<file path="config.mk">
export PLATFORM = sky130hd
export DESIGN_NAME = store_unit
export DESIGN_NICKNAME = d
export VERILOG_FILES = /design/src/lsu_pkg.sv /design/src/store_unit.sv
export SDC_FILE = /design/constraint.sdc
export NUM_CORES = 1
export LEC_CHECK = 0
export BUFFER_PORTS_ARGS = -buffer_cell sky130_fd_sc_hd__buf_4
export CORE_MARGIN = 4
export CORE_UTILIZATION = 49
export DETAILED_ROUTE_END_ITERATION = 7
export PLACE_DENSITY = 0.93
export SYNTH_ARGS = -nofsm -noshare
export SYNTH_HDL_FRONTEND = slang
export SYNTH_SLANG_ARGS = --single-unit
</file>
<file path="constraint.sdc">
create_clock -name clock -period 3.4 [get_ports clock]
set_input_delay 0.17 -clock clock [delete_from_list [all_inputs] [get_ports clock]]
set_output_delay 0.17 -clock clock [all_outputs]
set_load 0.1 [all_outputs]
</file>
<file path="src/lsu_pkg.sv">
`default_nettype none

package lsu_pkg;

    // ~~~~~~~~~~~~~~~~~~~~~~~~~~~~~~~~~~~~~~~~~~~~~~~~~~~~~~~~~~~
    // Datapath and memory sizes
    // ~~~~~~~~~~~~~~~~~~~~~~~~~~~~~~~~~~~~~~~~~~~~~~~~~~~~~~~~~~~
    localparam int xlen         = 32;   // Data and address width
    localparam int rob_tag_bits = 5;    // Reorder buffer tag
    localparam int mem_words    = 256;  // Word address is adr[9:2]

    // ~~~~~~~~~~~~~~~~~~~~~~~~~~~~~~~~~~~~~~~~~~~~~~~~~~~~~~~~~~~
    // Access size and funct3 encodings
    // ~~~~~~~~~~~~~~~~~~~~~~~~~~~~~~~~~~~~~~~~~~~~~~~~~~~~~~~~~~~
    typedef enum logic [1:0] {
        size_byte = 2'b00,
        size_half = 2'b01,
        size_word = 2'b10
    } mem_size_e;             // funct3[1:0]

    typedef enum logic [2:0] {
        lb  = 3'b000,
        lh  = 3'b001,
        lw  = 3'b010,
        lbu = 3'b100,
        lhu = 3'b101
    } load_op_e;

    typedef enum logic [2:0] {
        sb = 3'b000,
        sh = 3'b001,
        sw = 3'b010
    } store_op_e;

    // Who owns the memory bus
    typedef enum logic [1:0] {
        arb_idle  = 2'b00,
        arb_load  = 2'b01,
        arb_store = 2'b10
    } arb_state_e;

endpackage

`default_nettype wire

</file>
<file path="src/store_unit.sv">
`timescale 1ns/10ps
`default_nettype none

module store_unit import lsu_pkg::*; (
    input  wire                     clock,
    input  wire                     reset,
    // Issue
    input  wire                     issue_valid,
    input  wire  [rob_tag_bits-1:0] rob_tag,
    input  wire  [xlen-1:0]         rs1_value,
    input  wire  [xlen-1:0]         rs2_value,
    input  wire  [31:0]             inst,
    output logic                    ready,
    // Result
    input  wire                     cdb_ack,
    output logic                    done,
    output logic [rob_tag_bits-1:0] result_tag,
    // Wishbone master
    output logic                    wb_cyc,
    output logic                    wb_stb,
    output logic                    wb_we,
    output logic [xlen-1:0]         wb_adr,
    output logic [xlen-1:0]         wb_dat_w,
    output logic [3:0]              wb_sel,
    input  wire                     wb_ack
);

    logic            busy;
    logic            issue_fire;
    store_op_e       op;
    logic [xlen-1:0] imm_s;
    logic [xlen-1:0] addr;
    logic [xlen-1:0] dat_lanes;
    logic [3:0]      sel_lanes;
    logic            misaligned;

    assign ready      = !busy && !done;
    assign issue_fire = issue_valid && ready;
    assign op         = store_op_e'(inst[14:12]);
    assign imm_s      = {{(xlen-12){inst[31]}}, inst[31:25], inst[11:7]};
    assign addr       = rs1_value + imm_s;

    assign wb_cyc = busy;
    assign wb_stb = busy;
    assign wb_we  = 1'b1;

    // Replicate store data on every lane, enable only the addressed ones
    always_comb begin
        case (op)
            sb: begin
                dat_lanes  = {4{rs2_value[7:0]}};
                sel_lanes  = 4'b0001 << addr[1:0];
                misaligned = 1'b0;
            end
            sh: begin
                dat_lanes  = {2{rs2_value[15:0]}};
                sel_lanes  = 4'b0011 << addr[1:0];
                misaligned = addr[0];
            end
            default: begin                                // sw
                dat_lanes  = rs2_value;
                sel_lanes  = 4'b1111;
                misaligned = (addr[1:0] != 2'b00);
            end
        endcase
    end

    // ~~~~~~~~~~~~~~~~~~~~~~~~~~~~~~~~~~~~~~~~~~~~~~~~~~~~~~~~~~~
    // Control and payload
    // ~~~~~~~~~~~~~~~~~~~~~~~~~~~~~~~~~~~~~~~~~~~~~~~~~~~~~~~~~~~
    always_ff @(posedge clock) begin
        if (reset) begin
            busy <= 1'b0;
            done <= 1'b0;
        end else begin
            if (issue_fire) begin
                busy <= 1'b1;
            end
            if (busy && wb_ack) begin
                busy <= 1'b0;
                done <= 1'b1;
            end
            if (cdb_ack) begin
                done <= 1'b0;     // Ack clear wins
            end
        end
    end

    always_ff @(posedge clock) begin
        if (issue_fire) begin
            result_tag <= rob_tag;
            wb_adr     <= addr;
            wb_dat_w   <= dat_lanes;
            wb_sel     <= sel_lanes;
        end
    end

    a_issue_ready: assert property (@(posedge clock) disable iff (reset)
        issue_valid |-> ready);

    a_aligned: assert property (@(posedge clock) disable iff (reset)
        issue_fire |-> !misaligned);

    // Wishbone rule, request held until the slave acks
    a_bus_held: assert property (@(posedge clock) disable iff (reset)
        (wb_cyc && !wb_ack) |=> (wb_cyc && $stable(wb_adr) && $stable(wb_dat_w)
                                 && $stable(wb_sel)));

endmodule

`default_nettype wire

</file>
==> results of run 1 <==
[metal layers]
| metal | up-vias | wire [um] |
|---|---|---|
| li1 | 1851 | - |
| met1 | 1810 | 4639 |
| met2 | 168 | 6751 |
| met3 | 21 | 1006 |
| met4 | 0 | 251 |
| met5 | - | 0 |
[state kept, by name, summed over array words and instances, names as in the netlist]
signal and count:
result_tag 5, wb_sel 4, wb_adr 32, wb_dat_w 32, wb_cyc 1, done 1
[stage by stage]
step                total power [mW]  cells  utilization, %  instance area [um2]  setup slack, ps
floorplan                      2.159    394               -                 4447            216.1
global placement               2.446    661           66.06                 5789            695.9
detailed placement             2.470    661           66.06                 5789            605.0
CTS                            3.147    683           69.02                 6048            910.5
global route                   3.274    685           69.25                 6068            800.4
finish                         3.151    685           69.25                 6068            862.0
[area by class of cell]
class / instances / area (um2)
clock buffers: 9 / 123.9
clock inverters: 7 / 75.07
fillers: 637 / 2695
inverters: 15 / 56.30
multi-input cells: 295 / 2105
flip-flops and latches: 75 / 2232
well taps: 108 / 135.1
repair buffers: 176 / 1341
[where the power goes]
group / internal (mW) / switching (mW)
logic: 0.340 / 0.957
registers: 1.14 / 0.0302
clock network: 0.344 / 0.342
[cells in the final DEF, fill, tap and decap left out, types with 4 or more instances in the layout]
cell type	instances
dlygate4sd3_1	8
buf_4	168
a21o_1	5
a211oi_1	6
nand4_1	6
clkbuf_8	9
a21oi_1	45
mux2i_1	8
nor3_1	8
nand2_1	26
o21bai_1	4
inv_1	15
mux2_2	16
ha_1	31
o21ai_0	24
edfxtp_1	73
nand3_1	8
xor2_1	10
xnor2_1	18
nor2_1	31
[path summary, 6_finish.rpt]
check | cells past startpoint | start | to | slack, ps
worst max-delay path | 11 | inst[7] | wb_adr[28]$_DFFE_PP_ | 860
worst min-delay path | 1 | rs2_value[3] | wb_dat_w[3]$_DFFE_PP_ | 20
worst max register to register | 3 | wb_cyc$_SDFFE_PP0P_ | wb_adr[1]$_DFFE_PP_ | 1490
worst min register to register | 2 | wb_cyc$_SDFFE_PP0P_ | wb_cyc$_SDFFE_PP0P_ | 580
[repair_timing]
action / CTS / global route
endpoints found under the setup margin: 0 / 0
hold buffers: 6 / 2
hold endpoints to repair: 5 / 2
buffers inserted: 0 / 0
gates resized for setup: 0 / 0
[logic make-up after synthesis]
kind of cell | Yosys count | share of synthesized area (%)
AOI/OAI and AO/OA | 111 | 15.91
xor gates and xnor gates | 28 | 5.519
adders and majority gates | 32 | 9.180
buffers and inverters | 24 | 2.534
DFF | 75 | 50.24
muxes | 24 | 5.858
other | 1 | 0.08440
and+or+nand+nor | 99 | 10.67
[worst max-delay path: cells and delay by family]
| family | cells | cell delay (ps) |
|---|---|---|
| XOR/XNOR | 1 | 120 |
| buffers and inverters | 2 | 160 |
| AO/OA/AOI/OAI | 4 | 1250 |
| adder cells (fa/ha/maj) | 2 | 600 |
| AND/OR/NAND/NOR | 2 | 290 |
==> out/qor.yml, run 1 <==
synth_area_leaders: "edfxtp_1 49%, ha_1 8.7%, a21oi_1 5.1%"
use_met3_pct: 4.695
yosys.area.top_type: "edfxtp_1"
setup_viol: 0
worst_path_max_delay_cell: "o41ai_1"
area_growth_pct: 36.58
synth_edf_count: 73
cts.clk_slew.worst_paths_ps: 100
setup_tns_ps: 0
hold_viol: 0
cts-buffers-inserted: 9
use_met1_pct: 25.75
cp-end-kind: "flop"
first_iter_violations: 167
clock_sinks: 75
port_buffers: 165
synth_nets: 532
avgSynthCellArea_um2: 11.28
synthCells: 394
synth_seq_cells: 75
crit_arrival_ps: 2610
routed_wl_mm: 12.65
drive_above_1_share_pct: 36.92
tightest_slew_ps: 737.3
ant_nets: 0
overflow: 0
cts_tree: "done"
cp.required_ps: 3470
finClkSkew_ps: 16.43
drc: 0
crit_path_max_fanout: 3
synth_common_cells: "73 x edfxtp_1, 45 x a21oi_1, 33 x nor2_1"
status: "completed"
core-area_um2: 8763
drv_slew: 0
row_count: 34
crit_path_max_incr_delay_ps: 480
layout_worst_path_cycle_share_pct: 74.65
routed_via_density: 5.620
dpl.hpwl_mm: 9.724
min_path_type: "in2reg"
dieArea_um2: 10650
ys_warn_count: 0
grt_pass1_vias: 3755
fin_crit_ps: 2538
dr.pass1.iters: 4
worstSetupPathType: "in2reg"
h-tree-depth: 3
nets: 710
antenna_found_initial: 0
maxCapViolations: 0
floorplan.initialDensity_pct: 50.70
synthArstFlopShare_pct: 0
place_congestion: 0.9200
synth-main-ff-cell: "edfxtp_1"
fin_hold_ws_ps: 17.09
clock.fmax_mhz: 394.0
diodes: 0
grt_max_degree: 61
routedWlPerCell_um: 18.47
relSlewSlack_pct: 50.85
path_cells: "buf_4 > ha_1 > inv_1 > fa_1 > nand2b_1 > a21oi_1 > nor3_1 > o32ai_2 > o21ai_1 > o41ai_1 > xor2_1"
powerDensity_nw_per_um2: 519.2
cts_buffer_depth: 2
grt_pass1_wl_mm: 18.35
irDropWorstVdd_mv: 0.2523
insertion_delay_ps: 350
ys_types: 53
num_io_pins: 184
rsz0062_at_grt: "no"
yosys.area.top_type_share_pct: 49.34
cts-root-buf: "clkbuf_8"
global_route.usage.met2_pct: 41.88
fp.dieW_um: 103.2
yosysMostFrequentCell: "edfxtp_1"
die_y_um: 103.2
synth_area_um2: 4443
grt_busiest_layer: "met2"
yosysSeqAreaShare_pct: 50.24
power_leakage_nw: 2.560
cp-start-kind: "input pin"
grt_util_all_layers_pct: 22.47
vias: 3850
No activity file was read; power rests on OpenSTA's default activity.
==> run 2, diff against run 1 <==
--- a/config.mk
+++ b/config.mk
@@ -7,9 +7,9 @@
 export LEC_CHECK = 0
 export BUFFER_PORTS_ARGS = -buffer_cell sky130_fd_sc_hd__buf_4
 export CORE_MARGIN = 4
-export CORE_UTILIZATION = 49
+export CORE_UTILIZATION = 44
 export DETAILED_ROUTE_END_ITERATION = 7
-export PLACE_DENSITY = 0.93
+export PLACE_DENSITY = 0.89
 export SYNTH_ARGS = -nofsm -noshare
 export SYNTH_HDL_FRONTEND = slang
 export SYNTH_SLANG_ARGS = --single-unit
==> constraint.sdc (replaced) <==
create_clock -name clock -period 2.1 [get_ports clock]
set_input_delay 0.105 -clock clock [delete_from_list [all_inputs] [get_ports clock]]
set_output_delay 0.105 -clock clock [all_outputs]
set_load 0.1 [all_outputs]
==> out/qor.yml, run 2 (synthesis gave the netlist of run 1 again) <==
crit_buf_inv: 2  # unchanged
row_count: 36  # was 34
min_path_type: "in2reg"  # unchanged
r2r_cells: 3  # unchanged
layout_common_cells: "236 x buf_4, 73 x edfxtp_1, 43 x a21oi_1, 31 x nor2_1, 31 x ha_1"  # was 168 x buf_4, 73 x edfxtp_1, 45 x a21oi_1, 31 x nor2_1, 31 x ha_1
fp.dieW_um: 108.5  # was 103.2 um
h-tree-depth: 3  # unchanged
layout_worst_path_cycle_share_pct: 96.00
path_cells: "buf_4 > ha_1 > inv_1 > fa_2 > nand2b_4 > a21oi_4 > nor3_1 > o32ai_2 > o21ai_1 > o41ai_2 > xor2_1"  # was buf_4 > ha_1 > inv_1 > fa_1 > nand2b_1 > a21oi_1 > nor3_1 > o32ai_2 > o21ai_1 > o41ai_1 > xor2_1
powerDensity_nw_per_um2: 775.1  # was 519.2 nW/um2
dr.pass1.iters: 4  # unchanged
cts_buffer_depth: 2  # unchanged
port_buffers: 165  # unchanged
clock.fmax_mhz: 496.0
grt_util_all_layers_pct: 22.74  # was 22.47%
nets: 787  # was 710
overflow: 0  # unchanged
dpl.hpwl_mm: 10.29  # was 9.724 mm
crit_path_max_fanout: 2  # was 3
reg2reg_slack_ps: 770  # was 1490 ps
cts_tree: "done"  # unchanged
irDropWorstVdd_mv: 0.3758  # was 0.2523 mV
first_iter_violations: 276  # was 167
grt_max_degree: 75  # was 61
use_met1_pct: 25.48  # was 25.75%
crit_arrival_ps: 2100  # was 2610 ps
fin_crit_ps: 2016
rsz0062_at_grt: "yes"  # was no
min_from: "rs2_value[20]"  # was rs2_value[3]
worstSetupPathType: "in2reg"  # unchanged
setup_viol: 0  # unchanged
drv_slew: 0  # unchanged
holdPathEnd: "wb_dat_w[20]$_DFFE_PP_"  # was wb_dat_w[3]$_DFFE_PP_
global_route.usage.met2_pct: 41.17  # was 41.88%
clock_sinks: 75  # unchanged
utilization_pct: 68.83  # was 69.25%
cts-buffers-inserted: 9  # unchanged
largest_registers: "wb_adr: 32 flops, wb_dat_w: 32 flops, result_tag: 5 flops"  # unchanged
design_area_um2: 6759  # was 6068 um2
layout_commonest_cell: "buf_4"  # unchanged
maxCapViolations: 0  # unchanged
status: "completed"  # unchanged
cp-end-kind: "flop"  # unchanged
drc: 0  # unchanged
vias: 4109  # was 3850
drive_above_1_share_pct: 43.73  # was 36.92%
use_met3_pct: 6.149  # was 4.695%
die_y_um: 108.5  # was 103.2 um
dieArea_um2: 11770  # was 10650 um2
routedWlPerCell_um: 17.03  # was 18.47 um
worstReg2RegStart: "done$_SDFFE_PP0P_"  # was wb_cyc$_SDFFE_PP0P_
area_growth_pct: 52.13  # was 36.58%
crit_path_max_incr_delay_ps: 340  # was 480 ps
crit-reg2reg-capture: "wb_adr[10]$_DFFE_PP_"  # was wb_adr[1]$_DFFE_PP_
worst_path_max_delay_cell: "fa_2"  # was o41ai_1
holdPathStages: 2  # was 1
layout.cells.non_filler: 787  # was 685
ant_nets: 0  # unchanged
finClkSkew_ps: 11.35  # was 16.43 ps
grt_pass1_vias: 4225  # was 3755
cts-root-buf: "clkbuf_8"  # unchanged
grt_pass1_wl_mm: 20.73  # was 18.35 mm
routed_via_density: 5.221  # was 5.620
routed_wl_mm: 13.41  # was 12.65 mm
place_congestion: 0.9779  # was 0.9200
post-place-cells: 755  # was 661
fill_cells: 689  # was 637
num_io_pins: 184  # unchanged
grt_busiest_layer: "met2"  # unchanged
floorplan.initialDensity_pct: 45.25  # was 50.70%
cp_top_family: "compound AO/OA/AOI/OAI gates"  # unchanged
diodes: 0  # unchanged
insertion_delay_ps: 340  # was 350 ps
core-area_um2: 9819  # was 8763 um2
cp-start-kind: "input pin"  # unchanged
cp.required_ps: 2190  # was 3470 ps
antenna_found_initial: 0  # unchanged
post_dp_cell_area_um2: 6395  # was 5789 um2
cts_setup_buffers: 0  # unchanged
cts.clk_slew.worst_paths_ps: 70  # was 100 ps
hold_viol: 0  # unchanged
power_leakage_nw: 2.927  # was 2.560 nW
-- run 2: changes by cell type in the layout (fill, tap and decap cells not counted), moves of 2 or more --
| cell | change |
|---|---|
| inv_6 | -2 |
| buf_4 | +68 |
| clkinv_2 | -2 |
| clkbuf_1 | +4 |
| clkinv_4 | -2 |
| o21ai_1 | +2 |
| dfxtp_4 | +2 |
| dfxtp_1 | -2 |
| a21oi_1 | -2 |
| dlygate4sd3_1 | +8 |
| o21ai_0 | -2 |
-- run 2: area by class of cell --
class | count | area, um2 | area share [%]
clock inverters | 3 | 41.29 | 0.6109
clock buffers | 13 | 138.9 | 2.055
well taps | 133 | 166.4 | 2.462
inverters | 15 | 56.30 | 0.8330
flip-flops and latches | 75 | 2240 | 33.14
repair buffers | 253 | 1952 | 28.88
multi-input cells | 295 | 2165 | 32.03
-- run 2: where the power goes --
part	leakage, nW	internal [mW]	total (mW)	switching (mW)
logic	2.13	0.714	2.32	1.61
clock network	0.0853	0.547	1.03	0.482
registers	0.712	1.84	1.89	0.0488
-- run 2: how the worst max path moves through the flow --
stage,from,end,slack [ps],cells past startpoint
global route,rs1_value[0],wb_adr[28]$_DFFE_PP_,-20,11
detailed placement,rs1_value[0],wb_adr[28]$_DFFE_PP_,-340,11
global placement,rs1_value[0],wb_adr[28]$_DFFE_PP_,-250,11
CTS,rs1_value[0],wb_adr[28]$_DFFE_PP_,10,11
floorplan,done$_SDFFE_PP0P_,result_tag[0]$_DFFE_PP_,-5,2
finish,rs1_value[0],wb_adr[28]$_DFFE_PP_,80,11
-- run 2: through the flow --
stage,power (mW),hold WS [ps],TNS (ps),setup slack (ps)
6_report,5.239,66.26,0,84.00
5_1_grt,5.458,43.48,-20.68,-20.68
4_1_cts,5.247,45.20,0,13.19
3_5_place_dp,4.193,266.1,-2885,-340.4
3_3_place_gp,4.154,259.3,-1711,-245.8
2_1_floorplan,3.504,167.7,-396.7,-5.434
-- run 2: per-layer routing --
metal,up-vias,share of wire [%]
met5,-,0
met4,0,2.0
met3,23,8.0
met2,168,53
met1,1907,37
li1,2011,-
-- run 2: what timing repair did --
item,CTS,global route
endpoints found under the hold margin,15,0
setup endpoints to repair,0,6
gates resized for setup,0,6
hold buffers,16,0
