## config.mk

```make
export PLATFORM = sky130hd
export DESIGN_NAME = load_unit
export DESIGN_NICKNAME = d
export VERILOG_FILES = /design/src/lsu_pkg.sv /design/src/load_unit.sv
export SDC_FILE = /design/constraint.sdc
export NUM_CORES = 1
export LEC_CHECK = 0
export BUFFER_PORTS_ARGS = -buffer_cell sky130_fd_sc_hd__buf_4
export CAP_MARGIN = 5
export CORE_MARGIN = 8
export CORE_UTILIZATION = 40
export CTS_CLUSTER_SIZE = 40
export DETAILED_ROUTE_END_ITERATION = 8
export HOLD_SLACK_MARGIN = 0.06
export MAX_ROUTING_LAYER = met4
export PLACE_DENSITY = 0.7
export SLEW_MARGIN = 10
export SYNTH_ARGS = -nofsm -noshare
export SYNTH_HDL_FRONTEND = slang
export SYNTH_SLANG_ARGS = --single-unit
export TNS_END_PERCENT = 50
```

## constraint.sdc

```tcl
create_clock -name clock -period 5.4 [get_ports clock]
set_input_delay 0.81 -clock clock [delete_from_list [all_inputs] [get_ports clock]]
set_output_delay 0.81 -clock clock [all_outputs]
set_load 0.02 [all_outputs]
```

## src/lsu_pkg.sv

```systemverilog
`default_nettype none

package lsu_pkg;

    // ~~~~~~~~~~~~~~~~~~~~~~~~~~~~~~~~~~~~~~~~~~~~~~~~~~~~~~~~~~~
    // Datapath and memory sizes
    // ~~~~~~~~~~~~~~~~~~~~~~~~~~~~~~~~~~~~~~~~~~~~~~~~~~~~~~~~~~~
    localparam int xlen         = 32;   // Data and address width
    localparam int rob_tag_bits = 5;    // Reorder buffer tag
    localparam int mem_words    = 256;  // Word address is adr[9:2]

    // ~~~~~~~~~~~~~~~~~~~~~~~~~~~~~~~~~~~~~~~~~~~~~~~~~~~~~~~~~~~
    // Access size and funct3 encodings
    // ~~~~~~~~~~~~~~~~~~~~~~~~~~~~~~~~~~~~~~~~~~~~~~~~~~~~~~~~~~~
    typedef enum logic [1:0] {
        size_byte = 2'b00,
        size_half = 2'b01,
        size_word = 2'b10
    } mem_size_e;             // funct3[1:0]

    typedef enum logic [2:0] {
        lb  = 3'b000,
        lh  = 3'b001,
        lw  = 3'b010,
        lbu = 3'b100,
        lhu = 3'b101
    } load_op_e;

    typedef enum logic [2:0] {
        sb = 3'b000,
        sh = 3'b001,
        sw = 3'b010
    } store_op_e;

    // Who owns the memory bus
    typedef enum logic [1:0] {
        arb_idle  = 2'b00,
        arb_load  = 2'b01,
        arb_store = 2'b10
    } arb_state_e;

endpackage

`default_nettype wire

```

## src/load_unit.sv

```systemverilog
`timescale 1ns/10ps
`default_nettype none

module load_unit import lsu_pkg::*; (
    input  wire                     clock,
    input  wire                     reset,
    // Issue
    input  wire                     issue_valid,
    input  wire  [rob_tag_bits-1:0] rob_tag,
    input  wire  [xlen-1:0]         rs1_value,
    input  wire  [31:0]             inst,
    output logic                    ready,
    // Result
    input  wire                     cdb_ack,
    output logic                    done,
    output logic [rob_tag_bits-1:0] result_tag,
    output logic [xlen-1:0]         result_value,
    // Wishbone master
    output logic                    wb_cyc,
    output logic                    wb_stb,
    output logic                    wb_we,
    output logic [xlen-1:0]         wb_adr,
    output logic [3:0]              wb_sel,
    input  wire  [xlen-1:0]         wb_dat_r,
    input  wire                     wb_ack
);

    logic            busy;        // Bus cycle in flight
    logic            issue_fire;
    load_op_e        op_q;
    mem_size_e       size;
    logic [xlen-1:0] imm_i;
    logic [xlen-1:0] adr_q;
    logic [xlen-1:0] lane_data;
    logic [xlen-1:0] ext_data;

    assign ready      = !busy && !done;
    assign issue_fire = issue_valid && ready;
    assign imm_i      = {{(xlen-12){inst[31]}}, inst[31:20]};
    assign size       = mem_size_e'(op_q[1:0]);

    assign wb_cyc = busy;
    assign wb_stb = busy;
    assign wb_we  = 1'b0;
    assign wb_adr = adr_q;
    assign wb_sel = 4'b1111;   // Whole word, lane picked on return

    // ~~~~~~~~~~~~~~~~~~~~~~~~~~~~~~~~~~~~~~~~~~~~~~~~~~~~~~~~~~~
    // Lane select and extension
    // ~~~~~~~~~~~~~~~~~~~~~~~~~~~~~~~~~~~~~~~~~~~~~~~~~~~~~~~~~~~
    always_comb begin
        lane_data = wb_dat_r >> {adr_q[1:0], 3'b000};   // Move addressed lane to bit 0
        ext_data  = lane_data;
        case (op_q)
            lb:  ext_data[xlen-1:8]  = {(xlen-8){lane_data[7]}};
            lbu: ext_data[xlen-1:8]  = '0;
            lh:  ext_data[xlen-1:16] = {(xlen-16){lane_data[15]}};
            lhu: ext_data[xlen-1:16] = '0;
            default: ;                                    // lw keeps all bits
        endcase
    end

    // ~~~~~~~~~~~~~~~~~~~~~~~~~~~~~~~~~~~~~~~~~~~~~~~~~~~~~~~~~~~
    // Control
    // ~~~~~~~~~~~~~~~~~~~~~~~~~~~~~~~~~~~~~~~~~~~~~~~~~~~~~~~~~~~
    always_ff @(posedge clock) begin
        if (reset) begin
            busy <= 1'b0;
            done <= 1'b0;
        end else begin
            if (issue_fire) begin
                busy <= 1'b1;
            end
            if (busy && wb_ack) begin
                busy <= 1'b0;
                done <= 1'b1;
            end
            // Ack clear has the last word
            if (cdb_ack) begin
                done <= 1'b0;
            end
        end
    end

    // Issue and result payload
    always_ff @(posedge clock) begin
        if (issue_fire) begin
            result_tag <= rob_tag;
            op_q       <= load_op_e'(inst[14:12]);
            adr_q      <= rs1_value + imm_i;
        end
        if (busy && wb_ack) begin
            result_value <= ext_data;
        end
    end

    // Issue only into an idle unit
    a_issue_ready: assert property (@(posedge clock) disable iff (reset)
        issue_valid |-> ready);

    // Misaligned loads are outside the supported set
    a_aligned: assert property (@(posedge clock) disable iff (reset)
        busy |-> !((size == size_word && adr_q[1:0] != 2'b00)
                   || (size == size_half && adr_q[0])));

    // Result stays put until the CDB takes it
    a_result_held: assert property (@(posedge clock) disable iff (reset)
        (done && !cdb_ack) |=> (done && $stable(result_value) && $stable(result_tag)));

endmodule

`default_nettype wire

```

==> results of run 1 <==
-- cell usage in the layout (no fill, tap or decap), types with 14 or more instances in the layout --
master      n
a211oi_1   14
a21oi_1    49
buf_4     163
edfxtp_1   72
ha_1       31
mux2i_1    17
nand2_1    40
nor2_1     25
nor2b_1    14
o21ai_0    26
xnor2_1    17
-- Yosys cell counts (all sizes together), types with 4 or more instances --
master	number
edfxtp	72
a21oi	49
nand2	40
ha	31
o21ai	30
nor2	25
mux2i	17
xnor2	17
a211oi	15
nor2b	14
a21o	11
buf	10
clkbuf	10
nor3	10
inv	7
xor2	7
and2	6
o21a	5
a31oi	4
nand2b	4
nand3	4
o2111ai	4
-- registers in the layout, summed over array words and instances, names as in the netlist --
signal        count
result_tag        5
wb_adr           32
wb_cyc            1
result_value     32
done              1
op_q              3
-- critical path, cell delays in order --
cell      delay [ps]
buf_4            110
ha_1             230
fa_1             420
a21o_1           220
a221oi_2         340
or3_1            200
a211oi_2         110
o311a_4          400
or2_4            270
o311a_1          300
-- final cells by class --
| type | count | share of cell area [%] |
|---|---|---|
| clock buffer | 12 | 3.79 |
| timing repair buffer | 163 | 19.6 |
| clock inverter | 4 | 0.682 |
| sequential | 74 | 35.3 |
| multi-input combinational | 340 | 37.3 |
| inverter | 7 | 0.421 |
| tap | 143 | 2.87 |
-- power by group --
part | total (mW) | switching (mW) | internal [mW] | leakage (nW)
logic | 0.492 | 0.277 | 0.215 | 1.83
registers | 0.725 | 0.0226 | 0.702 | 0.696
clock network | 0.574 | 0.220 | 0.354 | 0.136
-- routing by layer --
| metal | wire (um) | GRT usage [%] | up-vias | share of wire (%) |
|---|---|---|---|---|
| met5 | 0 | - | - | 0 |
| met4 | 308 | 7.67 | 0 | 2.3 |
| met3 | 1150 | 3.31 | 19 | 8.5 |
| met2 | 6470 | 28.9 | 175 | 48 |
| met1 | 5500 | 21.0 | 1888 | 41 |
| li1 | - | - | 1981 | - |
-- per-stage QoR --
stage	hold WS, ps	worst slack [ps]
finish	542	2070
global placement	507	1760
CTS	536	2060
detailed placement	529	1710
floorplan	570	2090
global route	595	1940
-- cells by family after synthesis --
family / synth area share [%]
AOI/OAI and AO/OA: 20.5
xor gates and xnor gates: 4.53
adders and majority gates: 8.78
buffers and inverters: 2.69
DFF: 47.4
muxes: 3.66
other: 0.162
and+or+nand+nor: 12.3
-- how the worst max path moves through the flow --
stage | slack [ps] | end | cells past startpoint | startpoint
final | 2070 | wb_adr[30] | 10 | rs1_value[0]
after global routing | 1940 | wb_adr[30] | 10 | rs1_value[0]
after CTS | 2060 | wb_adr[30] | 10 | rs1_value[0]
after detailed placement | 1710 | wb_adr[30] | 10 | rs1_value[0]
after global placement | 1760 | wb_adr[30] | 10 | rs1_value[0]
after floorplan | 2090 | wb_adr[30] | 9 | rs1_value[0]
==> flow_metrics.py, run 1 <==
metrics = {
    "worst_hold_path": {
        "min_to": "done",
        "hp-class": "reg -> reg",
        "whs_path_depth": 2,
        "hold_start": "done",
    },
    "die": {
        "fp.dieH_um": 124,
        "io-pin-count": 184,
        "start_util_pct": 40.8,
        "core_area_um2": 11400,
        "dieArea_um2": 15300,
        "core.rowCount": 39,
        "die-width_um": 124,
    },
    "sta": {
        "setup-tns-final_ps": 0,
        "min_period_over_period_pct": 61.7,
        "worst_pin_slew_ps": 1070,
        "fmax_mhz": 300,
        "grt_setup_unrepaired": "false",
        "drv_slew": 0,
        "slew-limit-headroom_pct": 28.6,
        "setup_violations": 0,
        "finalHoldViolCount": 0,
        "finClkSkew_ps": 7.43,
        "period_minus_slack_ps": 3330,
    },
    "global_routing": {
        "grt_pass1_vias": 4140,
        "grt-ovfl-total": 0,
        "track_usage_pct": 17.7,
        "grt_max_degree": 42,
        "antenna_found_initial": 0,
        "grt_pass1_wl_mm": 20.5,
    },
    "detailed_routing": {
        "wl_per_cell_um": 18.1,
        "dr.pass1.iters": 4,
        "via_per_inst": 5.47,
        "via_count": 4063,
        "drc_errors": 0,
        "antenna_left": 0,
        "wl_mm": 13.4,
        "drt_iter0_markers": 311,
    },
    "synth": {
        "synth_cell_type_count": 59,
        "seq_area_frac_synth_pct": 47.4,
        "async_flop_share_pct": 0,
        "yosys_warnings": 0,
        "ys_ff_latch": 74,
        "yosysTopAreaCell": "edfxtp_1",
        "synth.avg_cell_area_um2": 10.6,
        "syn_area_um2": 4640,
        "netlist_instances": 438,
        "synth_top_area_share_pct": 46.6,
        "synth_edf_count": 72,
        "ys.flop_type": "edfxtp_1",
        "synth_area_leaders": "edfxtp_1, ha_1, a21oi_1, mux2i_1, nand2_1",
    },
    "clock_network": {
        "path_clk_slew_ps": 60,
        "clk_latency_ps": 330,
        "cts-resized-gates": 0,
        "cts_root_buf": "clkbuf_16",
        "postCtsSetupBuffers": 0,
        "clk_path_buf_depth": 2,
        "clock-sinks": 74,
        "htreeDepth": 3,
        "cts_tree": "built",
        "cts_hold_buffers": 0,
        "cts_buffers": 9,
    },
    "final_layout": {
        "final_cell_area_um2": 6240,
        "n_antenna_cell": 0,
        "utilization_pct": 54.9,
        "final_layout_size_suffix_gt1_share_pct": 30.0,
        "nets": 733,
        "regArea_um2": 2200,
        "num-fill-cells": 1002,
        "areaGrowthSynthToFinish_pct": 34.4,
        "multi_input_area_um2": 2330,
        "stdcell_count": 743,
    },
    "placement": {
        "placedInstanceArea_um2": 5960,
        "hpwl_mm": 10.4,
        "dp.cells": 727,
        "globalplace.congestion": 0.868,
        "portBuffers": 161,
    },
    "flow_run": {
        "drv_cap": 0,
    },
    "worst_setup_path": {
        "rrSetupSlack_ps": 2380,
        "cp-end-kind": "register",
        "cp.required_ps": 5480,
        "r2r-start": "wb_adr[1]",
        "timing.rr.end": "result_value[19]",
        "cp_max_fo": 5,
        "arrival_ps": 3410,
        "ff2ff_path_depth": 5,
        "worst-setup-path-type": "in -> reg",
        "cp-start-kind": "primary input",
    },
    "power_and_ir_drop": {
        "powerDensity_nw_per_um2": 287,
        "leakagePower_nw": 2.67,
        "finalPower_mw": 1.79,
        "ir_drop_mv": 0.145,
    },
    "status": {
        "outcome": "finished, final reports clean",
    },
}
(Power assumes the default switching activity.)
==> run 2, diff against run 1 <==
PLACE_DENSITY = 0.73   (was 0.7)
clock period = 2.95 ns   (was 5.4 ns; I/O delays follow)
==> flow_metrics.py, run 2 (same netlist as run 1, synthesis figures left out) <==
metrics = {
    "worst_setup_path": {
        "crit_path_start": "rs1_value[0]",
        "cp_max_fo": 4,
        "critPathTopFamily": "compound AO/OA/AOI/OAI gates",
        "cp.required_ps": 3020,
        "cp_num_buf_inv": 3,
        "worst-setup-path-type": "in -> reg",
        "cp-end-kind": "register",
        "ff2ff_path_depth": 7,
        "rrSetupSlack_ps": 1020,
        "cpPeakStageDelay_ps": 400,
        "slowest_stage": "fa_1",
        "cp-start-kind": "primary input",
        "cp_cell_sequence": "buf_4 -> ha_1 -> fa_1 -> a21o_1 -> a221oi_2 -> or3_1 -> a211oi_2 -> o311a_4 -> buf_4 -> nor4_1 -> buf_4 -> a2111oi_4",
        "timing.rr.end": "result_value[16]",
        "crit_path_frequent_cell": "buf_4",
        "r2r-start": "wb_adr[1]",
        "arrival_ps": 2900,
    },
    "clock_network": {
        "postCtsSetupBuffers": 0,
        "clk_path_buf_depth": 2,
        "cts-resized-gates": 0,
        "cts_root_buf": "clkbuf_16",
        "cts_hold_buffers": 0,
        "cts_buffers": 9,
        "clk_latency_ps": 330,
        "path_clk_slew_ps": 60,
        "htreeDepth": 3,
        "clock-sinks": 74,
        "cts_tree": "built",
    },
    "global_routing": {
        "antenna_found_initial": 0,
        "grt-ovfl-total": 0,
        "grt_use_met3_pct": 4.85,
        "grtUsageMet1_pct": 21.7,
        "top_usage_layer": "met2",
        "grt_max_degree": 34,
        "grt_pass1_vias": 4209,
        "track_usage_pct": 18.2,
        "use_met2_pct": 29.3,
        "grt_pass1_wl_mm": 21.0,
    },
    "detailed_routing": {
        "wl_per_cell_um": 17.9,
        "antenna_left": 0,
        "wl_mm": 13.7,
        "dr.pass1.iters": 5,
        "via_count": 4148,
        "drt_iter0_markers": 458,
        "via_per_inst": 5.42,
        "drc_errors": 0,
    },
    "worst_hold_path": {
        "hold_start": "cdb_ack",
        "min_to": "done",
        "whs_path_depth": 2,
        "hp-class": "in -> reg",
    },
    "die": {
        "start_util_pct": 40.8,
        "fp.dieH_um": 124,
        "die-width_um": 124,
        "dieArea_um2": 15300,
        "io-pin-count": 184,
        "core.rowCount": 39,
        "core_area_um2": 11400,
    },
    "power_and_ir_drop": {
        "powerDensity_nw_per_um2": 522,
        "ir_drop_mv": 0.263,
        "leakagePower_nw": 2.80,
    },
    "flow_run": {
        "drv_cap": 0,
    },
    "placement": {
        "globalplace.congestion": 0.906,
        "dp.cells": 750,
        "portBuffers": 161,
        "post-place-ws_ps": -228,
        "hpwl_mm": 10.9,
        "placedInstanceArea_um2": 6140,
    },
    "final_layout": {
        "areaGrowthSynthToFinish_pct": 38.8,
        "utilization_pct": 56.7,
        "final_layout_size_suffix_gt1_share_pct": 33.1,
        "final_cell_area_um2": 6440,
        "stdcell_count": 766,
        "num-fill-cells": 978,
        "mostFrequentLayoutCells": "buf_4, edfxtp_1, a21oi_1, nand2_1, ha_1",
        "nets": 756,
        "final_common_cell": "buf_4",
        "n_antenna_cell": 0,
    },
    "sta": {
        "fin_ws_ps": 123,
        "fmax_mhz": 354,
        "min_period_over_period_pct": 95.8,
        "setup_violations": 0,
        "finalHoldViolCount": 0,
        "finClkSkew_ps": 6.10,
        "grt_setup_unrepaired": "false",
        "drv_slew": 0,
        "period_minus_slack_ps": 2830,
    },
    "status": {
        "outcome": "finished, final reports clean",
    },
}
-- run 2: final cells by class --
type	count	area [um2]	area share (%)
timing repair buffer	186	1410	21.9
clock inverter	3	40.0	0.621
clock buffer	13	260	4.04
sequential	74	2200	34.2
multi-input combinational	340	2330	36.1
inverter	7	26.3	0.408
tap	143	179	2.78
-- run 2: per-layer routing --
metal	part of all wire, %	vias up	wire (um)
met4	1.9	0	261
met1	41	1929	5630
li1	-	2023	-
met2	48	178	6640
met5	0	-	0
met3	8.5	18	1160
-- run 2: how the worst max path moves through the flow --
stage               slack, ps  depth (start not counted)    endpoint
finish                    120                         12  wb_adr[26]
CTS                       120                         10  wb_adr[26]
global route               40                         12  wb_adr[26]
global placement         -170                         10  wb_adr[30]
detailed placement       -230                         10  wb_adr[26]
floorplan                   3                          9  wb_adr[30]
-- run 2: per-stage QoR --
step | power [mW] | TNS [ps] | hold slack (ps)
5_1_grt | 3.54 | 0 | 256
4_1_cts | 3.40 | 0 | 257
6_report | 3.37 | 0 | 273
3_5_place_dp | 2.29 | -694 | 504
3_3_place_gp | 2.27 | -417 | 500
2_1_floorplan | 1.90 | 0 | 515
-- run 2: power breakdown --
part           internal [mW]  switching (mW)  total [mW]  leakage, nW
Combinational          0.426           0.527       0.953         1.95
Sequential              1.28          0.0338        1.32        0.696
Clock                  0.698           0.397        1.09        0.150
Total                   2.41           0.957        3.37         2.80
==> run 3, diff against run 2 <==
CORE_MARGIN = not set   (was 8)
REMOVE_ABC_BUFFERS = 1   (was not set)
==> flow_metrics.py, run 3 (same netlist as run 1, synthesis figures left out) <==
metrics = {
    "clock_network": {
        "cts_buffers": 9,
        "htreeDepth": 3,
        "cts_tree": "built",
        "path_clk_slew_ps": 60,
        "clk_path_buf_depth": 2,
        "clk_latency_ps": 330,
        "cts_root_buf": "clkbuf_16",
        "cts_hold_buffers": 0,
        "clock-sinks": 74,
    },
    "power_and_ir_drop": {
        "p_int_mw": 2.35,
        "p_sw_mw": 0.946,
        "finalPower_mw": 3.30,
        "swShare_pct": 28.7,
        "p_seq_share_pct": 39.9,
        "powerDensity_nw_per_um2": 513,
        "p_clk_share_pct": 31.5,
        "combPwrFrac_pct": 28.6,
        "ir_drop_mv": 0.276,
        "leakagePower_nw": 2.80,
    },
    "placement": {
        "placedInstanceArea_um2": 6150,
        "globalplace.congestion": 0.890,
        "post-place-ws_ps": -212,
        "portBuffers": 161,
        "hpwl_mm": 9.28,
    },
    "global_routing": {
        "grt_use_met3_pct": 3.62,
        "grt_max_degree": 34,
        "track_usage_pct": 20.8,
        "use_met2_pct": 34.7,
        "antenna_found_initial": 0,
        "top_usage_layer": "met2",
        "grt_pass1_wl_mm": 18.7,
        "grt_pass1_vias": 3958,
        "grtUsageMet1_pct": 25.1,
        "grt-ovfl-total": 0,
    },
    "die": {
        "dieArea_um2": 12000,
        "die-width_um": 110,
        "core_area_um2": 11100,
        "fp.dieH_um": 110,
        "start_util_pct": 41.9,
        "core.rowCount": 38,
        "io-pin-count": 184,
    },
    "worst_setup_path": {
        "cp-start-kind": "primary input",
        "arrival_ps": 2900,
        "cp-end-kind": "register",
        "cp.required_ps": 3030,
        "cp_max_fo": 5,
        "worst-setup-path-type": "in -> reg",
    },
    "sta": {
        "fmax_mhz": 355,
        "min_period_over_period_pct": 95.6,
        "finClkSkew_ps": 6.77,
        "period_minus_slack_ps": 2820,
        "slew-limit-headroom_pct": 54.8,
        "whs_ps": 275,
        "grt_setup_unrepaired": "false",
        "fin_ws_ps": 131,
        "drv_slew": 0,
        "finalHoldViolCount": 0,
        "worst_pin_slew_ps": 678,
        "setup_violations": 0,
    },
    "final_layout": {
        "utilization_pct": 58.1,
        "final_common_cell": "buf_4",
        "num-fill-cells": 985,
        "areaGrowthSynthToFinish_pct": 38.5,
        "final_layout_size_suffix_gt1_share_pct": 33.5,
        "nets": 759,
        "mostFrequentLayoutCells": "buf_4, edfxtp_1, a21oi_1, nand2_1, ha_1",
        "final_cell_area_um2": 6430,
        "n_antenna_cell": 0,
    },
    "detailed_routing": {
        "via_per_inst": 5.34,
        "wl_per_cell_um": 15.6,
        "via_count": 4082,
        "antenna_left": 0,
        "drc_errors": 0,
        "drt_iter0_markers": 140,
        "dr.pass1.iters": 4,
        "wl_mm": 12.0,
    },
    "flow_run": {
        "drv_cap": 0,
    },
    "worst_hold_path": {
        "hp-class": "in -> reg",
    },
    "status": {
        "outcome": "finished, final reports clean",
    },
}
==> run 3: cell types whose count changed in the layout (fill, tap and decap cells not counted) <==
cell,change
o311ai_1,-1
clkinv_2,+1
o311ai_2,+1
buf_4,+4
clkbuf_1,-1
clkbuf_8,-2
buf_12,-1
==> run 3: power groups by stage <==
| stage | Sequential [mW] | Clock [mW] | Combinational [mW] |
|---|---|---|---|
| 6_report | 1.32 | 1.04 | 0.943 |
| 5_1_grt | 1.33 | 1.11 | 1.03 |
| 4_1_cts | 1.32 | 1.06 | 0.944 |
| 3_5_place_dp | 1.34 | 0 | 0.937 |
| 3_3_place_gp | 1.34 | 0 | 0.919 |
| 2_1_floorplan | 1.45 | 0 | 0.436 |
==> run 3: final timing paths <==
check	from	end	slack [ps]	cells past startpoint
min reg2reg	done	done	530	2
max	rs1_value[0]	wb_adr[30]	130	10
min	cdb_ack	done	280	2
max reg2reg	wb_adr[1]	result_value[16]	1000	6
==> run 3: layout make-up <==
cell class | instances | area (um2) | area share, %
Inverter | 7 | 26.3 | 0.408
Clock buffer | 10 | 229 | 3.56
Tap cell | 140 | 175 | 2.72
Timing Repair Buffer | 189 | 1420 | 22.1
Multi-Input combinational cell | 340 | 2340 | 36.3
Sequential cell | 74 | 2200 | 34.2
Clock inverter | 4 | 45.0 | 0.700
==> run 3: stage by stage <==
stage	setup TNS, ps	std cells
global route	0	764
detailed placement	-667	750
floorplan	0	421
global placement	-343	750
finish	0	764
CTS	0	764
==> run 3: routing by layer <==
layer	vias up	share of wire (%)
li1	2022	-
met1	1874	43
met2	169	48
met3	17	7.2
met4	0	1.7
met5	-	0
==> run 3: worst max-delay path, cell delays in order <==
cell and delay, ps:
buf_4 110, ha_1 220, fa_1 400, a21o_1 220
a221oi_2 270, or3_1 200, a211oi_2 100, o311a_4 380
or2_4 270, o311a_1 290
==> run 3: what timing repair did <==
item | 4_1_cts | 5_1_grt
setup buffers | 0 | 0
endpoints found under the setup margin | 0 | 1
gates resized for setup | 0 | 1
