<file path="config.mk">
export PLATFORM = sky130hd
export DESIGN_NAME = dmem_arbiter
export DESIGN_NICKNAME = d
export VERILOG_FILES = /design/src/lsu_pkg.sv /design/src/dmem_arbiter.sv
export SDC_FILE = /design/constraint.sdc
export NUM_CORES = 1
export LEC_CHECK = 0
export ABC_AREA = 1
export BUFFER_PORTS_ARGS = -buffer_cell sky130_fd_sc_hd__clkbuf_2
export CAP_MARGIN = 5
export CORE_AREA = 4 4 95 97
export DETAILED_ROUTE_END_ITERATION = 10
export DIE_AREA = 0 0 99 101
export PLACE_DENSITY = 0.58
export SLEW_MARGIN = 20
export SYNTH_ARGS = -nofsm -noshare
export SYNTH_HDL_FRONTEND = slang
export SYNTH_SLANG_ARGS = --single-unit
</file>
<file path="constraint.sdc">
create_clock -name clock -period 4.2 [get_ports clock]
set_clock_uncertainty 0.15 [all_clocks]
set_input_delay 1.05 -clock clock [delete_from_list [all_inputs] [get_ports clock]]
set_output_delay 1.05 -clock clock [all_outputs]
set_load 0.005 [all_outputs]
</file>
<file path="src/lsu_pkg.sv">
`default_nettype none

package lsu_pkg;

    // ~~~~~~~~~~~~~~~~~~~~~~~~~~~~~~~~~~~~~~~~~~~~~~~~~~~~~~~~~~~
    // Datapath and memory sizes
    // ~~~~~~~~~~~~~~~~~~~~~~~~~~~~~~~~~~~~~~~~~~~~~~~~~~~~~~~~~~~
    localparam int xlen         = 32;   // Data and address width
    localparam int rob_tag_bits = 5;    // Reorder buffer tag
    localparam int mem_words    = 256;  // Word address is adr[9:2]

    // ~~~~~~~~~~~~~~~~~~~~~~~~~~~~~~~~~~~~~~~~~~~~~~~~~~~~~~~~~~~
    // Access size and funct3 encodings
    // ~~~~~~~~~~~~~~~~~~~~~~~~~~~~~~~~~~~~~~~~~~~~~~~~~~~~~~~~~~~
    typedef enum logic [1:0] {
        size_byte = 2'b00,
        size_half = 2'b01,
        size_word = 2'b10
    } mem_size_e;             // funct3[1:0]

    typedef enum logic [2:0] {
        lb  = 3'b000,
        lh  = 3'b001,
        lw  = 3'b010,
        lbu = 3'b100,
        lhu = 3'b101
    } load_op_e;

    typedef enum logic [2:0] {
        sb = 3'b000,
        sh = 3'b001,
        sw = 3'b010
    } store_op_e;

    // Who owns the memory bus
    typedef enum logic [1:0] {
        arb_idle  = 2'b00,
        arb_load  = 2'b01,
        arb_store = 2'b10
    } arb_state_e;

endpackage

`default_nettype wire

</file>
<file path="src/dmem_arbiter.sv">
`timescale 1ns/10ps
`default_nettype none

module dmem_arbiter import lsu_pkg::*; (
    input  wire              clock,
    input  wire              reset,
    // Load unit master
    input  wire              ld_cyc,
    input  wire              ld_stb,
    input  wire              ld_we,
    input  wire  [xlen-1:0]  ld_adr,
    input  wire  [3:0]       ld_sel,
    output logic [xlen-1:0]  ld_dat_r,
    output logic             ld_ack,
    // Store unit master
    input  wire              st_cyc,
    input  wire              st_stb,
    input  wire              st_we,
    input  wire  [xlen-1:0]  st_adr,
    input  wire  [xlen-1:0]  st_dat_w,
    input  wire  [3:0]       st_sel,
    output logic             st_ack,
    // Memory slave
    output logic             mem_cyc,
    output logic             mem_stb,
    output logic             mem_we,
    output logic [xlen-1:0]  mem_adr,
    output logic [xlen-1:0]  mem_dat_w,
    output logic [3:0]       mem_sel,
    input  wire  [xlen-1:0]  mem_dat_r,
    input  wire              mem_ack
);

    arb_state_e state;
    arb_state_e state_next;
    logic       last_store;   // Store unit was granted last

    // ~~~~~~~~~~~~~~~~~~~~~~~~~~~~~~~~~~~~~~~~~~~~~~~~~~~~~~~~~~~
    // Grant FSM
    // ~~~~~~~~~~~~~~~~~~~~~~~~~~~~~~~~~~~~~~~~~~~~~~~~~~~~~~~~~~~
    always_comb begin
        state_next = state;
        case (state)
            arb_idle: begin
                if (ld_cyc && st_cyc) begin
                    state_next = last_store ? arb_load : arb_store;   // Round robin
                end else if (ld_cyc) begin
                    state_next = arb_load;
                end else if (st_cyc) begin
                    state_next = arb_store;
                end
            end
            arb_load:  if (!ld_cyc) state_next = arb_idle;
            arb_store: if (!st_cyc) state_next = arb_idle;
            default:   state_next = arb_idle;
        endcase
    end

    always_ff @(posedge clock) begin
        if (reset) begin
            state      <= arb_idle;
            last_store <= 1'b0;
        end else begin
            state <= state_next;
            if (state == arb_idle && state_next == arb_load) begin
                last_store <= 1'b0;
            end else if (state == arb_idle && state_next == arb_store) begin
                last_store <= 1'b1;
            end
        end
    end

    // Route the granted master to the memory
    always_comb begin
        mem_cyc   = 1'b0;
        mem_stb   = 1'b0;
        mem_we    = 1'b0;
        mem_adr   = '0;
        mem_dat_w = '0;
        mem_sel   = '0;
        case (state)
            arb_load: begin
                mem_cyc = ld_cyc;
                mem_stb = ld_stb;
                mem_we  = ld_we;
                mem_adr = ld_adr;
                mem_sel = ld_sel;
            end
            arb_store: begin
                mem_cyc   = st_cyc;
                mem_stb   = st_stb;
                mem_we    = st_we;
                mem_adr   = st_adr;
                mem_dat_w = st_dat_w;
                mem_sel   = st_sel;
            end
            default: ;
        endcase
    end

    assign ld_dat_r = mem_dat_r;
    assign ld_ack   = (state == arb_load)  && mem_ack;
    assign st_ack   = (state == arb_store) && mem_ack;

    a_one_ack: assert property (@(posedge clock) disable iff (reset)
        !(ld_ack && st_ack));

endmodule

`default_nettype wire

</file>
==> results of run 1 <==
==> area by class of cell <==
class                   count  area [sq um]  area share
inverters                  39           146      0.0690
multi-input cells         178           777       0.366
repair buffers            188           961       0.453
well taps                 105           131      0.0619
flip-flops and latches      3          60.1      0.0283
clock buffers               4          45.0      0.0212
==> logic make-up after synthesis <==
logic type | Yosys count | synth area share
flip-flops | 3 | 0.0460
AND/OR/NAND/NOR | 133 | 0.394
adder cells (fa/ha/maj) | 4 | 0.0383
AO/OA/AOI/OAI | 41 | 0.161
buffers and inverters | 87 | 0.361
==> flip-flops by register name (all words and copies together), names as in the netlist <==
name	flops
state	2
last_store	1
==> power groups by stage <==
| stage | Combinational [W] | Sequential (W) | Clock [W] |
|---|---|---|---|
| after floorplan | 0.000148 | 0.0000349 | 0 |
| after global placement | 0.000239 | 0.0000354 | 0 |
| after detailed placement | 0.000243 | 0.0000359 | 0 |
| after CTS | 0.000244 | 0.0000356 | 0.0000853 |
| after global routing | 0.000269 | 0.0000362 | 0.0000905 |
| final | 0.000238 | 0.0000354 | 0.0000825 |
==> how the worst max path moves through the flow <==
stage	to	slack [ns]	cells past startpoint
after floorplan	mem_cyc	1.71	2
after global placement	mem_sel[2]	1.25	6
after detailed placement	mem_adr[7]	1.17	6
after CTS	mem_adr[7]	0.94	6
after global routing	mem_adr[0]	0.80	6
final	mem_sel[2]	1.00	6
==> stage by stage <==
stage          utilization  hold WS [ns]  instances  total power (W)  setup slack [ns]
6_report             0.261         0.328        517         0.000356              1.00
3_3_place_gp         0.255         0.314        513         0.000274              1.25
2_1_floorplan            -         0.291        268         0.000183              1.71
5_1_grt              0.261         0.374        517         0.000396             0.801
3_5_place_dp         0.255         0.335        513         0.000279              1.17
4_1_cts              0.261         0.343        517         0.000365             0.935
==> critical path: stages, from the launching register on <==
cell      delay [ns]
dfxtp_1         0.37
inv_1           0.10
ha_1            0.29
inv_1           0.44
buf_4           0.38
a21oi_1         0.08
clkbuf_2        0.12
==> cells in the mapped netlist <==
cell type / instances
nand2_1: 123
a21oi_1: 39
inv_1: 39
buf_4: 33
buf_2: 11
ha_1: 4
nor2_1: 4
clkbuf_1: 3
dfxtp_1: 3
nand3_1: 3
a21boi_0: 1
buf_6: 1
nand2_2: 1
nand3_2: 1
nor2_2: 1
o21bai_1: 1
==> per-layer routing <==
metal,share of wire,GRT usage,vias up,wire length (um)
li1,-,-,1052,-
met2,0.51,0.192,111,3150
met3,0.10,0.0360,20,641
met4,0.019,0.0273,0,120
met5,0,0,-,0
met1,0.37,0.120,885,2310
==> results.txt, run 1 <==
Hold Path Cell Cnt -> 2
Peak clock frequency supported by timing -> 313 MHz
Syn Nets -> 417
Total clock sinks -> 3
GR Util All Layers -> 0.106
Sequential element share of the synthesized area -> 0.0460
Type of the most critical hold path -> reg -> reg
Critical register-to-register path endpoint -> last_store
Power per standard cell area -> 168 mW/mm^2
Deepest clock path buffer count -> 2
Clock network fraction of total power -> 0.232
Hold path startpoint -> last_store
Fillers -> 927
Largest net degree at the start of global routing -> 59
Kind of start point of the critical path -> flip-flop
Number of pins exceeding their max-slew limit in the final report -> 0
Ant diodes -> 0
Die area -> 0.0100 sq mm
Total of flip-flops plus latches after synthesis -> 3
Worst slew margin relative to its limit -> 0.603
Total of cells resized after clock tree synthesis -> 0
Total clock buffers created by CTS -> 3
Yosys Warn Count -> 0
Cell internal pwr -> 0.000200 W
Avg Inst Size Synth -> 4.87 sq um
Sw frac -> 0.438
Count of hold-fix buffers inserted at cts -> 0
Via count -> 2068
Number of failing hold endpoints at the final stage -> 0
Launch point of the worst reg-to-reg path -> state[0]
Cell Area, Synth -> 0.00131 sq mm
Weighted congestion at the end of routability-driven global placement -> 0.737
Max Cap Viol -> 0
Routed wire length -> 6220 um
Worst Hold Endpoint -> last_store
Post-layout minimum cycle time -> 3.20 ns
CTS H-Tree Depth -> 1
Die span in x -> 99 um
Most common cell after layout, fill and taps aside -> clkbuf_2
Core Area -> 0.00813 sq mm
Total placed instance area -> 0.00208 sq mm
Clock insertion delay at the later pin of the skew report -> 0.21 ns
Post-DR wirelength/cell -> 12.0 um
CTS tree -> done
DRT Pass-1 Iters -> 4
Data required, critical path -> 3.00 ns
Global route total overflow -> 0
Slew of the pin with the lowest slew margin -> 0.596 ns
Most frequent cells in the layout -> 185 x clkbuf_2, 123 x nand2_1, 39 x inv_1, 39 x a21oi_1, 4 x nor2_1
Cell Rows -> 33
Total setup violations reported at the end of the flow -> 0
Area overhead of the layout relative to synthesis -> 62.4%
Unrepaired setup endpoints after global routing -> no
Share of the synthesized area in the top cell type -> 0.353
Overall die height -> 101 um
Result of the run -> finished clean
Post-synthesis instance total -> 268
IR drop worst, VDD -> 0.0903 mV
R2R cell count -> 10
DR vias/cell -> 4.00
Root buffer cell -> clkbuf_8
FF-to-FF setup slack -> 2.21 ns
Proportion of layout cells with a drive suffix above 1 -> 0.473
Antenna violations before repair -> 0
Start-to-end type of the worst setup path -> reg -> out
Largest fanout on the critical path -> 25
Switching pwr -> 0.000156 W
Post-CTS setup buffer count -> 0
Reported leakage power -> 1.43 nW
Number of distinct standard cells referenced by the synthesized netlist -> 16
Via count of the first global-routing pass -> 1855
Total DRC errors in the routed layout -> 0
Total negative slack for setup checks -> 0 ns
Capturing element type of the critical path -> output port
Post-synthesis cell type with the largest combined area -> nand2_1
Startpoint of the worst setup timing path -> state[0]
DRC marker count from the first detailed-route iteration -> 57
Top-Level Pins -> 250
Clock transition time at the flip-flop clock pins of the worst setup and hold paths -> 0.03 ns
Combinational group share of total power -> 0.669
Synth area leaders -> nand2_1 35%, buf_4 19%, a21oi_1 15%, inv_1 11%, dfxtp_1 4.6%
Final #Nets -> 562
Post-route design area -> 0.00212 sq mm
Wire length of the first global-routing pass -> 8810 um
Part of the power in registers -> 0.099
Number of buffers added on ports -> 185
Worst Path Arrival -> 2.00 ns
Fin crit share -> 0.761
Antenna Nets Post-Route -> 0
Effective utilization at floorplan -> 0.161
HPWL reported at the end of detailed placement -> 5250 um
Note: power is estimated with default switching activity, not from simulation.
==> inputs of run 2 (changes only) <==
- CORE_AREA: 4 4 95 97 -> 4 4 94 96
- DIE_AREA: 0 0 99 101 -> 0 0 98 100
- PLACE_DENSITY: 0.58 -> 0.61
- clock period: 4.2 -> 2.8 ns (I/O delays scaled with it)
==> run 2 against run 1 <==
Critical endpoint is now mem_adr[26]. Clock power rose by 49%. Highest routed layer unchanged. Largest power group unchanged. Die area shrank 2.0%. Largest cell class unchanged. Non-clock buffer count up 1. Power up 50%. Flip-flop and latch count is the same. Count of clock-buffer cells in the layout did not move. Final cell count increased by 0.19%.
==> results.txt, run 2 (synthesis results as in run 1) <==
Clock insertion delay at the later pin of the skew report -> 0.21 ns
Series of cell instances along the critical path -> inv_1 > ha_1 > inv_1 > buf_12 > a21oi_1 > clkbuf_2
Switching pwr -> 0.000230 W
Largest fanout on the critical path -> 33
DRC marker count from the first detailed-route iteration -> 50
Kind of start point of the critical path -> flip-flop
Worst path slowest cell -> dfxtp_1
Most common cell after layout, fill and taps aside -> clkbuf_2
Antenna violations before repair -> 0
Fin crit share -> 0.901
Effective utilization at floorplan -> 0.162
Total of cells resized after clock tree synthesis -> 0
Largest incremental delay on the critical path -> 0.37 ns
DRT Pass-1 Iters -> 4
Hold Path Cell Cnt -> 2
Number of failing hold endpoints at the final stage -> 0
Proportion of layout cells with a drive suffix above 1 -> 0.475
GR Util All Layers -> 0.109
IR drop worst, VDD -> 0.213 mV
Die span in x -> 98 um
Capturing element type of the critical path -> output port
HPWL reported at the end of detailed placement -> 4870 um
Largest Register -> state
Via count of the first global-routing pass -> 2068
Peak clock frequency supported by timing -> 396 MHz
Total setup violations reported at the end of the flow -> 0
FF-to-FF setup slack -> 0.96 ns
Largest register FFs -> 2
Deepest clock path buffer count -> 2
Core Area -> 0.00805 sq mm
Most frequent cells in the layout -> 185 x clkbuf_2, 123 x nand2_1, 39 x inv_1, 39 x a21oi_1, 4 x nor2_1
Weighted congestion at the end of routability-driven global placement -> 0.808
Largest registers -> state: 2 flops, last_store: 1 flops
CTS H-Tree Depth -> 1
Via count -> 2049
Die area -> 0.00980 sq mm
Antenna Nets Post-Route -> 0
Number of pins exceeding their max-slew limit in the final report -> 0
Worst setup slack after layout -> 0.276 ns
Total clock buffers created by CTS -> 3
Start-to-end type of the worst setup path -> reg -> out
Max Cap Viol -> 0
Total negative slack for setup checks -> 0 ns
Largest net degree at the start of global routing -> 44
Setup Slack @ Placement -> 0.490 ns
Total DRC errors in the routed layout -> 0
Hold path startpoint -> last_store
Top-Level Pins -> 250
Global route total overflow -> 0
R2R cell count -> 10
Fillers -> 958
CTS tree -> done
Final #Nets -> 563
Ant diodes -> 0
Data required, critical path -> 1.95 ns
Worst Path Arrival -> 1.67 ns
Worst Hold Endpoint -> last_store
Result of the run -> finished clean
Number of buffers added on ports -> 185
Most frequent cell on the critical path -> inv_1
Total clock sinks -> 3
Slew of the pin with the lowest slew margin -> 0.414 ns
Post-CTS setup buffer count -> 0
Wire length of the first global-routing pass -> 9070 um
Post-layout minimum cycle time -> 2.52 ns
Critical register-to-register path endpoint -> last_store
Post-DR wirelength/cell -> 10.9 um
Clock network fraction of total power -> 0.230
Routed wire length -> 5640 um
Clock transition time at the flip-flop clock pins of the worst setup and hold paths -> 0.03 ns
Unrepaired setup endpoints after global routing -> no
DR vias/cell -> 3.96
Type of the most critical hold path -> reg -> reg
Cell Rows -> 33
Area overhead of the layout relative to synthesis -> 63.9%
Cell internal pwr -> 0.000306 W
Count of hold-fix buffers inserted at cts -> 0
Part of the power in registers -> 0.099
Launch point of the worst reg-to-reg path -> state[0]
Reported leakage power -> 1.44 nW
Worst slew margin relative to its limit -> 0.724
Power per standard cell area -> 250 mW/mm^2
Overall die height -> 100 um
Combinational group share of total power -> 0.671
Root buffer cell -> clkbuf_8
Sw frac -> 0.429
## run 2: cell count changes in the layout (fill, tap and decap cells not counted), sizes merged
cell,previous run,this run
buf,3,4
## run 2: final cells by class
| cell class | instances | area [sq um] | share of cell area |
|---|---|---|---|
| Timing Repair Buffer | 189 | 981 | 0.458 |
| Inverter | 39 | 146 | 0.0684 |
| Sequential cell | 3 | 60.1 | 0.0281 |
| Multi-Input combinational cell | 178 | 777 | 0.363 |
| Clock buffer | 4 | 45.0 | 0.0210 |
| Tap cell | 105 | 131 | 0.0614 |
## run 2: layer usage
metal | routed length [um] | GRT usage
met3 | 538 | 0.0236
met5 | 0 | 0
met1 | 2080 | 0.112
met2 | 2940 | 0.219
met4 | 83 | 0.0288
## run 2: worst max path at each step
stage	slack, ns	depth (start not counted)	startpoint	to
3_5_place_dp	0.49	6	state[0]	mem_adr[2]
3_3_place_gp	0.52	6	state[0]	mem_adr[2]
2_1_floorplan	0.75	6	state[0]	mem_adr[18]
4_1_cts	0.26	6	state[0]	mem_adr[2]
5_1_grt	0.15	6	state[0]	mem_adr[21]
6_report	0.28	6	state[0]	mem_adr[26]
## run 2: power by group through the flow
stage / logic (W) / clock network, W / registers [W]
6_report: 0.000359 / 0.000123 / 0.0000528
5_1_grt: 0.000413 / 0.000135 / 0.0000539
4_1_cts: 0.000369 / 0.000128 / 0.0000529
3_5_place_dp: 0.000367 / 0 / 0.0000535
3_3_place_gp: 0.000361 / 0 / 0.0000532
2_1_floorplan: 0.000222 / 0 / 0.0000524
## run 2: metrics by stage
stage	total power, W	cell area [sq um]	instances	util	hold WS [ns]
2_1_floorplan	0.000275	1310	268	-	0.291
3_3_place_gp	0.000414	2100	514	0.260	0.307
3_5_place_dp	0.000421	2100	514	0.260	0.307
4_1_cts	0.000550	2140	518	0.266	0.316
5_1_grt	0.000602	2140	518	0.266	0.363
6_report	0.000535	2140	518	0.266	0.309
## run 2: critical path, delay by kind of cell (launching register included)
kind                       cells  cell delay [ns]
buffers and inverters          4             0.72
AOI/OAI and AO/OA              1             0.07
DFF                            1             0.37
adders and majority gates      1             0.29
==> inputs of run 3 (changes only) <==
==> constraint.sdc (replaced) <==
create_clock -name clock -period 2.8 [get_ports clock]
set_clock_uncertainty 0.15 [all_clocks]
set_input_delay 0.42 -clock clock [delete_from_list [all_inputs] [get_ports clock]]
set_output_delay 0.42 -clock clock [all_outputs]
set_load 0.005 [all_outputs]
==> run 3 against run 2 <==
Worst hold slack worse by 0.065 ns. Final cell count did not move. Global-route usage decreased by 0.42 points. Sequential power is essentially flat. Largest power group unchanged.
==> results.txt, run 3 (synthesis results as in run 1) <==
Antenna violations before repair -> 0
Largest net degree at the start of global routing -> 44
Number of placed instances with taps included -> 514
Total clock buffers created by CTS -> 3
Worst Hold Endpoint -> state[0]
Total negative slack for setup checks -> 0 ns
Post-CTS setup buffer count -> 0
Launch point of the worst reg-to-reg path -> state[0]
Deepest clock path buffer count -> 2
Most common cell after layout, fill and taps aside -> clkbuf_2
Peak clock frequency supported by timing -> 440 MHz
Largest Register -> state
FF-to-FF setup slack -> 0.95 ns
Capturing element type of the critical path -> output port
Total of cells resized after clock tree synthesis -> 0
Reported leakage power -> 1.43 nW
Clock transition time at the flip-flop clock pins of the worst setup and hold paths -> 0.03 ns
Number of failing hold endpoints at the final stage -> 0
Slew of the pin with the lowest slew margin -> 0.392 ns
R2R cell count -> 10
Critical register-to-register path endpoint -> last_store
Final #Nets -> 563
DRT Pass-1 Iters -> 4
Effective utilization at floorplan -> 0.162
Hold Path Cell Cnt -> 2
Global route total overflow -> 0
Cell Rows -> 33
Fin cells -> 518
Hold path startpoint -> reset
Wire length of the first global-routing pass -> 8760 um
Largest fanout on the critical path -> 33
Ant diodes -> 0
Largest register FFs -> 2
HPWL reported at the end of detailed placement -> 4800 um
Fin crit share -> 0.811
Fillers -> 926
CTS tree -> done
Area used by multi-input combinational logic -> 777 sq um
Most frequent cells in the layout -> 185 x clkbuf_2, 123 x nand2_1, 39 x inv_1, 39 x a21oi_1, 4 x nor2_1
Power per standard cell area -> 251 mW/mm^2
Routed wire length -> 5600 um
Overall die height -> 100 um
Antenna Nets Post-Route -> 0
Unrepaired setup endpoints after global routing -> no
Total placed instance area -> 0.00208 sq mm
DR vias/cell -> 3.93
Total clock sinks -> 3
Core Util, Final -> 0.264
Type of the most critical hold path -> in -> reg
Worst Path Arrival -> 1.70 ns
DRC marker count from the first detailed-route iteration -> 56
Start-to-end type of the worst setup path -> reg -> out
Post-layout minimum cycle time -> 2.27 ns
Result of the run -> finished clean
Top-Level Pins -> 250
Area overhead of the layout relative to synthesis -> 62.9%
Register cell area after layout -> 60.1 sq um
Core Area -> 0.00805 sq mm
Largest registers -> state: 2 flops, last_store: 1 flops
IR drop worst, VDD -> 0.255 mV
Die area -> 0.00980 sq mm
Kind of start point of the critical path -> flip-flop
Weighted congestion at the end of routability-driven global placement -> 0.803
Number of buffers added on ports -> 185
Worst setup slack after layout -> 0.529 ns
Post-DR wirelength/cell -> 10.8 um
Via count of the first global-routing pass -> 2018
GR Util All Layers -> 0.104
Post-route design area -> 0.00213 sq mm
Worst slew margin relative to its limit -> 0.738
Die span in x -> 98 um
Total setup violations reported at the end of the flow -> 0
Root buffer cell -> clkbuf_8
Clock insertion delay at the later pin of the skew report -> 0.21 ns
Max Cap Viol -> 0
Number of pins exceeding their max-slew limit in the final report -> 0
Proportion of layout cells with a drive suffix above 1 -> 0.475
Setup Slack @ Placement -> 0.717 ns
Count of hold-fix buffers inserted at cts -> 0
CTS H-Tree Depth -> 1
Via count -> 2037
Data required, critical path -> 2.23 ns
Total DRC errors in the routed layout -> 0
## run 3: cell counts in the layout (fill, tap and decap cells not counted)
No cell type changed its count.
## run 3: worst max-delay path by stage
stage                     startpoint          end
after floorplan             state[0]  mem_adr[18]
after global placement      state[1]   mem_adr[2]
after detailed placement    state[0]   mem_adr[2]
after CTS                   state[0]   mem_adr[2]
after global routing        state[1]   mem_adr[2]
final                       state[0]   mem_adr[2]
## run 3: metal layers
layer  part of all wire  global-route usage  vias up
li1                   -                   -     1054
met1               0.37               0.108      861
met2               0.52               0.209      108
met3              0.098              0.0222       14
met4              0.014              0.0288        0
met5                  0                   0        -
## run 3: through the flow
step	power, W	hold WS, ns
2_1_floorplan	0.000275	0.291
5_1_grt	0.000601	0.258
6_report	0.000534	0.244
4_1_cts	0.000548	0.240
3_3_place_gp	0.000411	0.310
3_5_place_dp	0.000420	0.312
## run 3: cell type report
type | count | share of cell area
sequential | 3 | 0.0282
clock buffer | 4 | 0.0212
tap | 105 | 0.0617
inverter | 39 | 0.0688
multi-input combinational | 178 | 0.365
timing repair buffer | 189 | 0.455
## run 3: power breakdown
group | switching [W] | internal [W]
Combinational | 0.000198 | 0.000158
Clock | 0.0000278 | 0.0000970
Sequential | 0.00000454 | 0.0000486
Total | 0.000231 | 0.000303
## run 3: worst max-delay path, cell delays in order, from the launching register on
cell and delay [ns]:
dfxtp_1 0.37, inv_1 0.10, ha_1 0.30, inv_1 0.29
buf_12 0.23, a21oi_1 0.07, clkbuf_2 0.11
